## config.mk

```make
export PLATFORM = sky130hd
export DESIGN_NAME = waitCounter
export DESIGN_NICKNAME = d
export VERILOG_FILES = /design/src/rtl/ahbRamPkg.sv /design/src/rtl/waitCounter.sv
export SDC_FILE = /design/constraint.sdc
export NUM_CORES = 1
export LEC_CHECK = 0
export BUFFER_PORTS_ARGS = -buffer_cell sky130_fd_sc_hd__buf_4
export CAP_MARGIN = 20
export CORE_AREA = 2 2 39 41
export CTS_CLUSTER_SIZE = 16
export DETAILED_ROUTE_END_ITERATION = 10
export DIE_AREA = 0 0 41 43
export PLACE_DENSITY_LB_ADDON = 0.1
export SLEW_MARGIN = 40
export SYNTH_ARGS = -nofsm -noshare
export SYNTH_HDL_FRONTEND = slang
export SYNTH_SLANG_ARGS = --single-unit
export TNS_END_PERCENT = 10
```

## constraint.sdc

```tcl
create_clock -name HCLK -period 2.1 [get_ports HCLK]
set_input_delay 0.21 -clock HCLK [delete_from_list [all_inputs] [get_ports HCLK]]
set_output_delay 0.21 -clock HCLK [all_outputs]
set_load 0.02 [all_outputs]
```

## src/rtl/ahbRamPkg.sv

```systemverilog
// Bus field types, wait-count type and the HTRANS and HSIZE codes of the AHB RAM

package ahbRamPkg;

  //////////////////////////////////////////////////////////////////////
  // Field types
  //////////////////////////////////////////////////////////////////////

  // Byte address as seen on HADDR
  typedef logic [31:0] addrT;

  // Transfer size field, log2 of the number of bytes moved
  typedef logic [2:0] sizeT;

  // Transfer type field
  typedef logic [1:0] transT;

  // Number of extra cycles a data phase is stretched by
  typedef logic [3:0] waitT;

  //////////////////////////////////////////////////////////////////////
  // HTRANS codes
  //////////////////////////////////////////////////////////////////////

  // Only NONSEQ and SEQ start a transfer, IDLE and BUSY are ignored
  localparam transT TransIdle   = 2'b00;
  localparam transT TransBusy   = 2'b01;
  localparam transT TransNonseq = 2'b10;
  localparam transT TransSeq    = 2'b11;

  //////////////////////////////////////////////////////////////////////
  // HSIZE codes
  //////////////////////////////////////////////////////////////////////

  // Sizes above a doubleword are legal on the bus and act as a full word here
  localparam sizeT SizeByte   = 3'b000;
  localparam sizeT SizeHalf   = 3'b001;
  localparam sizeT SizeWord   = 3'b010;
  localparam sizeT SizeDouble = 3'b011;

endpackage

```

## src/rtl/waitCounter.sv

```systemverilog
// Counter that times the wait states of a single data phase

`timescale 1ns/10ps

module waitCounter #(
  parameter int WaitStates = 2
) (
  input  logic HCLK,
  input  logic HRESETn,
  input  logic start,
  output logic done
);

  // Wait count the data phase is stretched by, in the width of the counter
  localparam ahbRamPkg::waitT Target = ahbRamPkg::waitT'(WaitStates);

  ahbRamPkg::waitT count;

  // Start wins over counting, so a back-to-back transfer reloads cleanly
  // and the count parks at the target until the next start
  always_ff @(posedge HCLK or negedge HRESETn) begin
    if (!HRESETn) begin
      count <= '0;
    end else if (start) begin
      count <= '0;
    end else if (!done) begin
      count <= count + ahbRamPkg::waitT'(1);
    end
  end

  // Done follows the edge on which the count reached its target
  // With zero wait states it is already high in the first cycle
  assign done = (count == Target);

endmodule

```

* Word level (Yosys, flattened, before mapping)
Cells that the tools add are included.
** Storage, ports and cells
- Bits in registers :: 4
- Word-level logic and storage cells :: 6
- Bits of input ports :: 3
- Output and inout bits :: 1
** Cells by class
- Add/sub/neg operators :: 1
- Equality and inequality tests :: 2
- Multiplexer cells :: 2
** Operator list (number)
- two-way mux 4 bit :: 2
- adder 4 x 1 -> 4 bit, second input constant :: 1
- == test 4 x 2 -> 1 bit, second input constant :: 1
- inequality test 2 bit, second input constant :: 1

* Logic depth before layout (Yosys ltp)
- Depth after elaboration :: 3
- Mapped depth :: 5

* Least setup slack after synthesis
Ideal clock, no wire load.
- Path type :: register to register
- Start point :: register count[0]
- End point :: register count[0]
- Arrival :: 1.161 ns
- Setup slack :: 0.821 ns
- Cell stages (with the launch flop) :: 6
- Required time :: 1.981 ns
- Clock period less this slack :: 1.279 ns
- Path through :: dfrtp_1 -> inv_1 -> ha_1 -> nor3b_4 -> xnor2_1 -> nor2_1
** Between the ends
- Elaborated cells between the ends (all ways) :: 5
- Those cells by class :: add/sub (1); eq/ne (2); mux (2)
** RTL lines
- from (decl) :: RTL line waitCounter.sv:17 : ahbRamPkg::waitT count;
- from (signal assigned) :: RTL line waitCounter.sv:27 : count <= count + ahbRamPkg::waitT'(1);
- == test 4 x 2 -> 1 bit :: RTL line waitCounter.sv:33 : assign done = (count == Target);
- via done :: RTL line waitCounter.sv:11 : output logic done
- inequality test 2 bit (no line)
The timed path passes the listed nets, and every way through them passes these cells. The select of a mux whose other input is x is not followed.
A chain may end at the register's enable or synchronous reset.

* Worst setup path after layout
- Start point :: register count[0]
- End point :: output done
** Between the ends
- Word-level cells in the longest chain between the ends :: 1
** RTL lines (RTL line)
- == test 4 x 2 -> 1 bit :: waitCounter.sv:33
- to (decl) :: waitCounter.sv:11
No other way between the ends.

==> results.json <==
{
  "synth.net_count": 26,
  "yosys.area.top_type_share": 0.452,
  "final_nets": 35,
  "hold_viol_final": 0,
  "flip_flop_count_of_the_largest_register_after_layout": 4,
  "number_of_design_rule_violations_left_by_the_first_detailed_router_iteration": 0,
  "number_of_maximum_capacitance_violations": 0,
  "finalWeightedCongestion": 0.651,
  "worst-path-max-fanout": 4,
  "power_mw": 0.343,
  "cells_after_synthesis": 21,
  "cts_tree": "done",
  "rsz0062_at_grt": "no",
  "critPathTopFamily": "flip-flops",
  "diodes": 0,
  "regMostFlops": "count",
  "reg_top3": "count (4)",
  "cts_max_path_buffers": 2,
  "pwr-share-seq": 0.358,
  "worst_hold_slack_ns": 0.162,
  "switching_power_mw": 0.111,
  "htreeDepth": 1,
  "power_switching_share": 0.323,
  "die_area_mm2": 0.00176,
  "rows": 14,
  "kind_of_end_point_of_the_critical_path": "primary output",
  "finalInstanceArea_um2": 297,
  "place_hpwl_um": 280,
  "synth-warning-count": 0,
  "crit_slowest_cell": "sky130_fd_sc_hd__dfrtp_1",
  "min_period_ns": 1.53,
  "initial_standard_cell_utilization_of_the_core": 0.160,
  "finalSetupViolations": 0,
  "run_status": "complete, no violations",
  "cp_cell_sequence": "inv_1 -> ha_1 -> nor3b_4 -> buf_4",
  "drt-total-wl_um": 349,
  "timing.critical_path.buf_inv": 2,
  "place.port_buffers": 3,
  "drtPass1Iterations": 1,
  "drc": 0,
  "worst_setup_hold_path_clk_slew_ns": 0.03,
  "io_pins": 4,
  "timing.critical_path.required_ns": 1.89,
  "cellPowerDensity_mw_per_mm2": 1160,
  "final_max_slew_viol_count": 0,
  "share_of_the_cycle_needed_by_the_critical_path_after_routing": 0.727,
  "fp.dieH_um": 43,
  "cts.sinks": 4,
  "syn-cell-area_um2": 221,
  "global_route.usage.total": 0.0494,
  "crit_path_max_incr_delay_ns": 0.39,
  "worst-setup-path-type": "reg -> out",
  "cts_root_buffer": "sky130_fd_sc_hd__clkbuf_4",
  "core_mm2": 0.00138,
  "grt_pass1_wl_um": 552,
  "numCtsBuffers": 3,
  "mostFrequentLayoutCell": "sky130_fd_sc_hd__dfrtp_1",
  "insertion_delay_ns": 0.23,
  "worst_slack_at_placement_ns": 0.810,
  "pwr-share-comb": 0.379,
  "ys_types": 14,
  "synth_seq_cells": 4,
  "p_leak_nw": 0.140,
  "postLayoutSetupSlackWorst_ns": 0.574,
  "worst_setup_path_start_kind": "register",
  "drive_above_1_share": 0.250,
  "grt_overflow": 0,
  "num-fill-cells": 150,
  "finalClockSkew_ns": 0.000384,
  "syn_avg_cell_area_um2": 10.5,
  "synth_area_leader_cell": "sky130_fd_sc_hd__dfrtp_1",
  "postRouteAntennaNets": 0,
  "tightestPinTransition_ns": 0.220,
  "netlist_top_cells_area": "sky130_fd_sc_hd__dfrtp_1, sky130_fd_sc_hd__ha_1, sky130_fd_sc_hd__nor3b_4",
  "die-width_um": 41,
  "grt_max_degree": 5,
  "drt-vias-per-instance": 3.41,
  "dpl-instance-area_um2": 264,
  "via_count": 150,
  "area_growth_pct": 33.9,
  "slew_headroom": 0.853,
  "cellInternalPower_mw": 0.232,
  "ff2ff_setup_slack_ns": 0.85,
  "timing.hold.worst.class": "in -> reg",
  "achievable-frequency_mhz": 655,
  "synth.yosys.seq_area_share": 0.452,
  "worst_ir_drop_vdd_mv": 0.381,
  "commonest_non_fill_non_tap_cells_in_the_layout": "sky130_fd_sc_hd__dfrtp_1, sky130_fd_sc_hd__nor2_1, sky130_fd_sc_hd__clkbuf_4, sky130_fd_sc_hd__buf_4",
  "antenna_found_initial": 0,
  "critPathArrivalTime_ns": 1.32,
  "wl_per_cell_um": 7.93,
  "first_global_vias": 153,
  "fin_setup_tns_ns": 0,
  "clock_power_share": 0.263
}
## routing by layer
metal	wire length, um	vias up	global-route usage
li1	-	82	-
met1	180	65	0.0654
met2	153	3	0.0531
met3	15	0	0.0157
met4	0	0	0.0600
met5	0	-	0
## area by class of cell
cell class | instances | area [um^2] | share of cell area
timing repair buffer | 4 | 32.5 | 0.110
tap | 16 | 20.0 | 0.0675
clock buffer | 3 | 22.5 | 0.0759
inverter | 1 | 3.75 | 0.0127
multi-input combinational | 16 | 118 | 0.397
sequential | 4 | 100 | 0.338
## worst register-to-register path: cells and delay by family (launching register included)
kind	cells	cell delay, ns
compound gates	1	0.15
fa+ha+maj	1	0.21
buf+inv	1	0.08
flops	1	0.37
simple gates	2	0.36
## synthesized netlist by cell type, drive strengths merged
library cell  count
nor2              3
dfrtp             4
nor2b             1
or2               1
nor3b             1
ha                2
and2b             1
inv               1
nand3             1
xor2              1
nand2             1
xnor2             1
nand2b            1
a21oi             2
## kinds of logic (layout without fill, tap and decap cells)
family                   after synthesis  count (layout)  synth area share
AND/OR/NAND/NOR                       10              10             0.294
flip-flops                             4               4             0.452
adder cells (fa/ha/maj)                2               2             0.113
AO/OA/AOI/OAI                          2               2            0.0452
XOR/XNOR                               2               2            0.0791
buffers and inverters                  1               8            0.0169
## path summary, 6_finish.rpt
check	depth (start not counted)	startpoint	to
worst max-delay path	4	count[0]$_DFFE_PN0P_	done
max in group asynchronous	2	HRESETn	count[1]$_DFFE_PN0P_
worst min-delay path	2	start	count[3]$_DFFE_PN0P_
worst min register to register	2	count[1]$_DFFE_PN0P_	count[1]$_DFFE_PN0P_
min in group asynchronous	2	HRESETn	count[2]$_DFFE_PN0P_
worst max register to register	5	count[0]$_DFFE_PN0P_	count[1]$_DFFE_PN0P_
## what timing repair did
| item | in CTS | in global routing |
|---|---|---|
| hold buffers | 1 | 0 |
| hold endpoints to repair | 4 | 0 |
| setup buffers | 0 | 0 |
| gates resized for setup | 0 | 0 |
## through the flow
stage	utilization	instances
after floorplan	-	21
after global placement	0.191	40
after detailed placement	0.191	40
after CTS	0.214	44
after global routing	0.214	44
final	0.214	44
## power groups by stage
| stage | clock network, mW | logic, mW | registers, mW |
|---|---|---|---|
| 2_1_floorplan | 0 | 0.100 | 0.118 |
| 3_3_place_gp | 0 | 0.132 | 0.126 |
| 3_5_place_dp | 0 | 0.131 | 0.124 |
| 4_1_cts | 0.0975 | 0.134 | 0.123 |
| 5_1_grt | 0.102 | 0.148 | 0.126 |
| 6_report | 0.0902 | 0.130 | 0.123 |
Note: power is estimated with default switching activity, not from simulation.
