[src/rtl/ahbRamPkg.sv]
// Bus field types, wait-count type and the HTRANS and HSIZE codes of the AHB RAM

package ahbRamPkg;

  //////////////////////////////////////////////////////////////////////
  // Field types
  //////////////////////////////////////////////////////////////////////

  // Byte address as seen on HADDR
  typedef logic [31:0] addrT;

  // Transfer size field, log2 of the number of bytes moved
  typedef logic [2:0] sizeT;

  // Transfer type field
  typedef logic [1:0] transT;

  // Number of extra cycles a data phase is stretched by
  typedef logic [3:0] waitT;

  //////////////////////////////////////////////////////////////////////
  // HTRANS codes
  //////////////////////////////////////////////////////////////////////

  // Only NONSEQ and SEQ start a transfer, IDLE and BUSY are ignored
  localparam transT TransIdle   = 2'b00;
  localparam transT TransBusy   = 2'b01;
  localparam transT TransNonseq = 2'b10;
  localparam transT TransSeq    = 2'b11;

  //////////////////////////////////////////////////////////////////////
  // HSIZE codes
  //////////////////////////////////////////////////////////////////////

  // Sizes above a doubleword are legal on the bus and act as a full word here
  localparam sizeT SizeByte   = 3'b000;
  localparam sizeT SizeHalf   = 3'b001;
  localparam sizeT SizeWord   = 3'b010;
  localparam sizeT SizeDouble = 3'b011;

endpackage

[src/rtl/ramAccessIf.sv]
// Interface for one captured RAM access, with controller and memory modports

`timescale 1ns/10ps

interface ramAccessIf #(
  parameter int DataWidth = 32,
  parameter int MemWords  = 1024
);

  // Word index width follows the memory depth, so addresses wrap on their own
  localparam int AddrBits   = $clog2(MemWords);
  // Byte position inside one data word
  localparam int OffsetBits = $clog2(DataWidth / 8);

  // Word index of the access, already reduced modulo MemWords
  logic [AddrBits-1:0]   wordAddr;
  // Low address bits that pick the lanes of a sub-word write
  logic [OffsetBits-1:0] byteOffset;
  // Transfer size captured in the address phase
  ahbRamPkg::sizeT       size;
  // High for the single cycle in which the array must take wdata
  logic                  writeEn;
  // Write data straight from HWDATA
  logic [DataWidth-1:0]  wdata;
  // Registered read word from the array
  logic [DataWidth-1:0]  rdata;

  // The controller owns the request side and consumes the read word
  modport ctrl (
    output wordAddr, byteOffset, size, writeEn, wdata,
    input  rdata
  );

  // The array serves the request and returns the read word
  modport mem (
    input  wordAddr, byteOffset, size, writeEn, wdata,
    output rdata
  );

endinterface

[src/rtl/ahbRamCtrl.sv]
// AHB-Lite slave FSM with address capture, wait sequencing, HREADYOUT and write strobe

`timescale 1ns/10ps

module ahbRamCtrl #(
  parameter int DataWidth = 32
) (
  input  logic                  HCLK,
  input  logic                  HRESETn,
  input  logic                  HSEL,
  input  ahbRamPkg::addrT       HADDR,
  input  logic                  HWRITE,
  input  ahbRamPkg::transT      HTRANS,
  input  ahbRamPkg::sizeT       HSIZE,
  input  logic [DataWidth-1:0]  HWDATA,
  input  logic                  HREADY,
  input  logic                  waitDone,
  output logic [DataWidth-1:0]  HRDATA,
  output logic                  HREADYOUT,
  output logic                  waitStart,
  ramAccessIf.ctrl              mem
);

  // Address bits below the word index
  localparam int OffsetBits = $clog2(DataWidth / 8);

  // Idle has no transfer, Wait stretches the data phase, Complete ends it
  typedef enum logic [1:0] {
    Idle,
    Wait,
    Complete
  } stateT;

  stateT                state;
  stateT                nextState;
  ahbRamPkg::addrT      addrQ;
  ahbRamPkg::sizeT      sizeQ;
  logic                 writeQ;
  logic [DataWidth-1:0] readHold;
  logic                 activeTrans;
  logic                 accept;
  logic                 readDone;

  //////////////////////////////////////////////////////////////////////
  // Address phase
  //////////////////////////////////////////////////////////////////////

  // SEQ is handled exactly like NONSEQ, bursts need nothing extra here
  assign activeTrans = (HTRANS == ahbRamPkg::TransNonseq) ||
                       (HTRANS == ahbRamPkg::TransSeq);

  // No address phase can complete while this slave holds the bus in Wait
  assign accept    = HSEL & HREADY & activeTrans & (state != Wait);
  // The counter restarts on the same edge that captures the address
  assign waitStart = accept;

  // Address and size are plain payload and only load on acceptance
  always_ff @(posedge HCLK) begin
    if (accept) begin
      addrQ <= HADDR;
      sizeQ <= HSIZE;
    end
  end

  always_ff @(posedge HCLK or negedge HRESETn) begin
    if (!HRESETn) begin
      writeQ <= 1'b0;
    end else if (accept) begin
      writeQ <= HWRITE;
    end
  end

  //////////////////////////////////////////////////////////////////////
  // State machine
  //////////////////////////////////////////////////////////////////////

  always_comb begin
    nextState = state;
    case (state)
      Idle: begin
        if (accept) begin
          nextState = Wait;
        end
      end
      // The counter holds done high once the wait states have run out
      Wait: begin
        if (waitDone) begin
          nextState = Complete;
        end
      end
      // A transfer accepted here overlaps this ending cycle with no gap
      Complete: begin
        nextState = accept ? Wait : Idle;
      end
      default: begin
        nextState = Idle;
      end
    endcase
  end

  always_ff @(posedge HCLK or negedge HRESETn) begin
    if (!HRESETn) begin
      state <= Idle;
    end else begin
      state <= nextState;
    end
  end

  // Ready is low only in Wait, which makes it high out of reset
  assign HREADYOUT = (state != Wait);

  //////////////////////////////////////////////////////////////////////
  // Data phase
  //////////////////////////////////////////////////////////////////////

  // The array writes on the edge that closes Complete, with HWDATA valid then
  assign mem.writeEn    = (state == Complete) & writeQ;
  assign mem.wdata      = HWDATA;
  assign mem.size       = sizeQ;
  assign mem.byteOffset = addrQ[OffsetBits-1:0];
  // Dropping the upper bits wraps the address modulo the memory depth
  assign mem.wordAddr   = addrQ[OffsetBits +: $bits(mem.wordAddr)];

  assign readDone = (state == Complete) & ~writeQ;

  // Keep the last read word so HRDATA stays put between reads
  always_ff @(posedge HCLK) begin
    if (readDone) begin
      readHold <= mem.rdata;
    end
  end

  assign HRDATA = readDone ? mem.rdata : readHold;

endmodule

[src/flat_wrapper.sv]
// flat-port wrapper written by rule: the top's interface ports become plain ports
module ahbRamCtrl_flat 
#(
  parameter int DataWidth = 32
)
  (HCLK, HRESETn, HSEL, HADDR, HWRITE, HTRANS, HSIZE, HWDATA, HREADY, waitDone, HRDATA, HREADYOUT, waitStart, mem_wordAddr, mem_byteOffset, mem_size, mem_writeEn, mem_wdata, mem_rdata);
  ramAccessIf #(.DataWidth(DataWidth)) mem_i ();
  input  logic HCLK;
  input  logic HRESETn;
  input  logic HSEL;
  input  ahbRamPkg::addrT HADDR;
  input  logic HWRITE;
  input  ahbRamPkg::transT HTRANS;
  input  ahbRamPkg::sizeT HSIZE;
  input  logic [DataWidth-1:0] HWDATA;
  input  logic HREADY;
  input  logic waitDone;
  output logic [DataWidth-1:0] HRDATA;
  output logic HREADYOUT;
  output logic waitStart;
  output wire logic [$bits(mem_i.wordAddr)-1:0] mem_wordAddr;
  output wire logic [$bits(mem_i.byteOffset)-1:0] mem_byteOffset;
  output wire logic [$bits(mem_i.size)-1:0] mem_size;
  output wire logic [$bits(mem_i.writeEn)-1:0] mem_writeEn;
  output wire logic [$bits(mem_i.wdata)-1:0] mem_wdata;
  input wire logic [$bits(mem_i.rdata)-1:0] mem_rdata;
  assign mem_wordAddr = mem_i.wordAddr;
  assign mem_byteOffset = mem_i.byteOffset;
  assign mem_size = mem_i.size;
  assign mem_writeEn = mem_i.writeEn;
  assign mem_wdata = mem_i.wdata;
  assign mem_i.rdata = mem_rdata;
  ahbRamCtrl #(.DataWidth(DataWidth)) u_core (.HCLK(HCLK), .HRESETn(HRESETn), .HSEL(HSEL), .HADDR(HADDR), .HWRITE(HWRITE), .HTRANS(HTRANS), .HSIZE(HSIZE), .HWDATA(HWDATA), .HREADY(HREADY), .waitDone(waitDone), .HRDATA(HRDATA), .HREADYOUT(HREADYOUT), .waitStart(waitStart), .mem(mem_i));
endmodule
[config.mk]
export PLATFORM = sky130hd
export DESIGN_NAME = ahbRamCtrl_flat
export DESIGN_NICKNAME = d
export VERILOG_FILES = /design/src/rtl/ahbRamPkg.sv /design/src/rtl/ramAccessIf.sv /design/src/rtl/ahbRamCtrl.sv /design/src/flat_wrapper.sv
export SDC_FILE = /design/constraint.sdc
export NUM_CORES = 1
export LEC_CHECK = 0
export BUFFER_PORTS_ARGS = -buffer_cell sky130_fd_sc_hd__buf_2
export CAP_MARGIN = 20
export CORE_UTILIZATION = 38
export DETAILED_ROUTE_END_ITERATION = 7
export MAX_ROUTING_LAYER = met4
export PLACE_DENSITY = 0.89
export SETUP_SLACK_MARGIN = 0.5
export SLEW_MARGIN = 20
export SYNTH_ARGS = -nofsm -noshare
export SYNTH_HDL_FRONTEND = slang
export SYNTH_SLANG_ARGS = --single-unit
[constraint.sdc]
create_clock -name HCLK -period 2.7 [get_ports HCLK]
set_input_delay 0 -clock HCLK [delete_from_list [all_inputs] [get_ports HCLK]]
set_output_delay 0 -clock HCLK [all_outputs]
set_load 0.02 [all_outputs]
* Yosys cells after proc, flatten, opt, wreduce, memory -nomap -nowiden
Cells that the tools add are included.
Cells by class: add/subtract/negate cells 0, $mul 0, divide/modulo/power cells 0, magnitude comparators 0, equality and inequality tests 7, shifts and indexed selects 0, mux-type cells 5, bitwise logic cells 6, reductions and logical operators 3
Operators by type and width (count):
- 32-bit 2-to-1 mux | 1
- 2-bit equality test, second input constant | 3
- 2-bit one-hot mux with 3 select lines | 1
- 1-bit bitwise AND | 5
- 2-bit 2-to-1 mux | 2
- 2-bit by 1-bit != test with 1-bit output, second input constant | 2
- 2-bit by 1-bit equality test with 1-bit output, second input constant | 1
- 2-bit zero test | 1
- 2-bit != test, second input constant | 1
- 2-bit AND reduction | 1
- 1-bit logical OR | 1
- 1-bit 2-to-1 mux | 1
- 1-bit NOT | 1
Storage, ports and cells: register bits after elaboration 50, latch bits 0, memory bits (writable) 0, memory bits (read-only) 0, bits of input ports 107, output and inout bits 82, word-level logic and storage cells 26, memories kept 0

* Longest topological paths before layout
depth after elaboration 6, gate-level depth with buffers 4, depth with buffers taken out 3

* Worst setup path after synthesis
OpenSTA, ideal clock, no wires.
kind reg2reg, from register u_core.state[0], to register u_core.writeQ, setup time 0.125 ns, arrival time 2.003 ns, required time 2.575 ns, setup slack 0.571 ns, cell stages (with the launch flop) 3, path buffers 0, clock period less this slack 2.129 ns, cells stage by stage dfrtp_1 > a21oi_1 > mux2_2
Between the ends: longest elaborated chain between the ends 2
RTL lines:
- from (decl) | line ahbRamCtrl.sv:34 | stateT state;
- from (signal assigned) | line ahbRamCtrl.sv:103 | state <= Idle;
- from (signal assigned) | line ahbRamCtrl.sv:105 | state <= nextState;
- 2-bit by 1-bit != test with 1-bit output | line ahbRamCtrl.sv:53 | assign accept = HSEL & HREADY & activeTrans & (state != Wait);
- 1-bit bitwise AND | line ahbRamCtrl.sv:53
- net waitStart | line flat_wrapper.sv:20 | output logic waitStart;
- to (signal assigned) | line ahbRamCtrl.sv:67 | writeQ <= 1'b0;
- to (signal assigned) | line ahbRamCtrl.sv:69 | writeQ <= HWRITE;
- to (decl) | line ahbRamCtrl.sv:38 | logic writeQ;
The timed path passes the listed nets, and every way through them passes these cells. A chain may end at the register's enable or synchronous reset.

* Final worst setup path
from register u_core.state[0], to output HRDATA[27]
Between the ends: longest elaborated chain between the ends 3
RTL lines:
- 2-bit equality test | line ahbRamCtrl.sv:124 | assign readDone = (state == Complete) & ~writeQ;
- 1-bit bitwise AND | line ahbRamCtrl.sv:124
- 32-bit 2-to-1 mux | line ahbRamCtrl.sv:133 | assign HRDATA = readDone ? mem.rdata : readHold;
- to (decl) | line flat_wrapper.sv:18 | output logic [DataWidth-1:0] HRDATA;
No other way between the ends.

==> metrics.yaml <==
worstSetupEndpointType: "output port"
synth.cell_area_sq_mm: 0.00190
power_leakage_nw: 1.31
synth_nets: 233
syn2layout_area_growth_pct: 48.9
crit_cells: 4
drive_above_1_share: 0.576
regArea_sq_mm: 0.00117
n_fill_cell: 386
rsz0062_at_grt: "false"
synth_seq_cells: 50
multi_input_area_sq_um: 460
fin_crit_sh: 0.663
drv_slew: 0
tns_ns: 0
power_density_mw_per_mm2: 895
cts_num_sinks: 50
route.detailed.drc: 0
final-hold-violation-count: 0
r2r_start: "u_core.state[0]$_DFFE_PN0P_"
finalWeightedCongestion: 0.607
setup_viol: 0
ant_nets: 0
clk_pin_slew_ns: 0.09
die_area_sq_mm: 0.00530
overflow: 0
yosys_warnings: 0
fmaxAchievable_ghz: 0.559
final_cell_mix: "103 x buf_2, 50 x dlygate4sd3_1, 32 x dfxtp_1"
drtIter0Drc: 27
synth_cell_type_count: 16
worst_skew_pair.late_latency_ns: 0.30
cts_hold_buffers: 50
numCtsBuffers: 5
path_buf_inv: 2
crit_path_start_kind: "flip-flop"
rrSetupSlack_ns: 1.26
outcome: "completed"
worst-r2r-cell-count: 3
crit_path_start: "u_core.state[0]$_DFFE_PN0P_"
slew_headroom: 0.836
dr_total_vias: 1373
crit_chain: "nor3_4 > buf_4 > mux2_2 > buf_2"
drv_cap: 0
r2r_end: "u_core.readHold[27]$_DFF_P_"
die_w_um: 72.8
cts_tree: "built"
mostFrequentLayoutCell: "buf_2"
grt_first_pass_wirelength_um: 6130
wl_per_cell_um: 13.0
viasPerCell: 4.26
worstPathMaxFanout: 15
cpPeakStageDelay_ns: 0.46
synthCells: 126
grt_max_degree: 18
seq_area_frac_synth: 0.612
drtPass1Iterations: 4
core.rowCount: 25
worst_pin_slew_ns: 0.247
antenna_found_initial: 0
worstPathRequired_ns: 2.70
routed_wl_um: 4170
place_area_sq_mm: 0.00225
finalCriticalPeriod_ns: 1.79
ir_drop_uv: 659
grtUsageTotal: 0.163
post_cts_buffers: 0
diodes: 0
path_class: "reg -> out"
clockBufferDepth: 2
path_delay_family: "flip-flops"
slowest_stage: "dfrtp_1"
h-tree-depth: 2
fin_area_sq_mm: 0.00284
hpwl_um: 2500
critPathArrivalTime_ns: 1.79
cts_root_buffer: "clkbuf_8"
hold_path_class: "in -> out"
power_w: 0.00254
nNetsFinal: 361
io_pins: 189
synth.avg_cell_area_sq_um: 15.1
cts_resized: 0
die_h_um: 72.8
core_sq_mm: 0.00479
start_util: 0.398
io_buffers: 103
clock_skew_ns: 0.00338
grt_pass1_vias: 1404
endpoint: "HRDATA[27]"
## worst min-delay path by stage
stage / endpoint / slack [ns] / start / cells after the start
floorplan: u_core.state[0]$_DFFE_PN0P_ / -0.30 / HRESETn / 0
global placement: u_core.state[0]$_DFFE_PN0P_ / -0.20 / HRESETn / 1
global route: mem_wdata[3] / 0.00003 / HWDATA[3] / 0
detailed placement: u_core.state[0]$_DFFE_PN0P_ / -0.20 / HRESETn / 1
CTS: mem_wdata[12] / 0.0001 / HWDATA[12] / 0
finish: mem_wdata[20] / 0.000008 / HWDATA[20] / 0
## registers in the layout (all words and copies together) (netlist names)
register,count
u_core.readHold,32
u_core.addrQ,12
u_core.mem.size,3
u_core.state,2
u_core.writeQ,1
## power by group
group          switching, W  internal [W]
clock              0.000231      0.000180
sequential        0.0000736       0.00103
combinational      0.000555      0.000464
total              0.000860       0.00168
## layer usage
layer	up-vias	wire length, um	track usage
met5	-	0	-
met4	0	93	0.0828
met3	15	337	0.0483
met2	78	2240	0.303
met1	624	1500	0.149
li1	656	-	-
## layout make-up
cell class	count	area share
multi-input cells	40	0.162
repair buffers	156	0.366
well taps	67	0.0296
clock inverters	2	0.00353
flip-flops and latches	50	0.411
inverters	1	0.00132
clock buffers	6	0.0256
## cell families (layout without fill, tap and decap cells)
group	after synthesis	after routing	synth area share
mux	33	33	0.215
buf+inv	36	165	0.146
flops	50	50	0.612
simple gates	5	5	0.0210
compound gates	2	2	0.00591
## cells in the mapped netlist
cell	instances	area share
edfxtp_1	15	0.24
mux2_1	2	0.012
mux2_4	10	0.079
and3_2	1	0.0039
buf_4	32	0.13
dfxtp_1	32	0.34
nor3_4	1	0.0085
nor3b_1	1	0.0039
a21oi_1	1	0.0026
nand2_1	1	0.0020
buf_6	3	0.018
inv_2	1	0.0020
nand3_1	1	0.0026
mux2_2	21	0.12
o22ai_1	1	0.0033
dfrtp_1	3	0.039
## per-stage QoR
stage	util	cells	worst slack, ns	hold slack [ns]
final	0.592	322	0.910	0.00000777
after global routing	0.592	322	0.820	0.0000293
after CTS	0.592	322	0.885	0.000137
after detailed placement	0.471	264	1.22	-0.197
after global placement	0.471	264	1.24	-0.203
after floorplan	-	126	0.571	-0.296
Power figures use the tool's default switching activity.
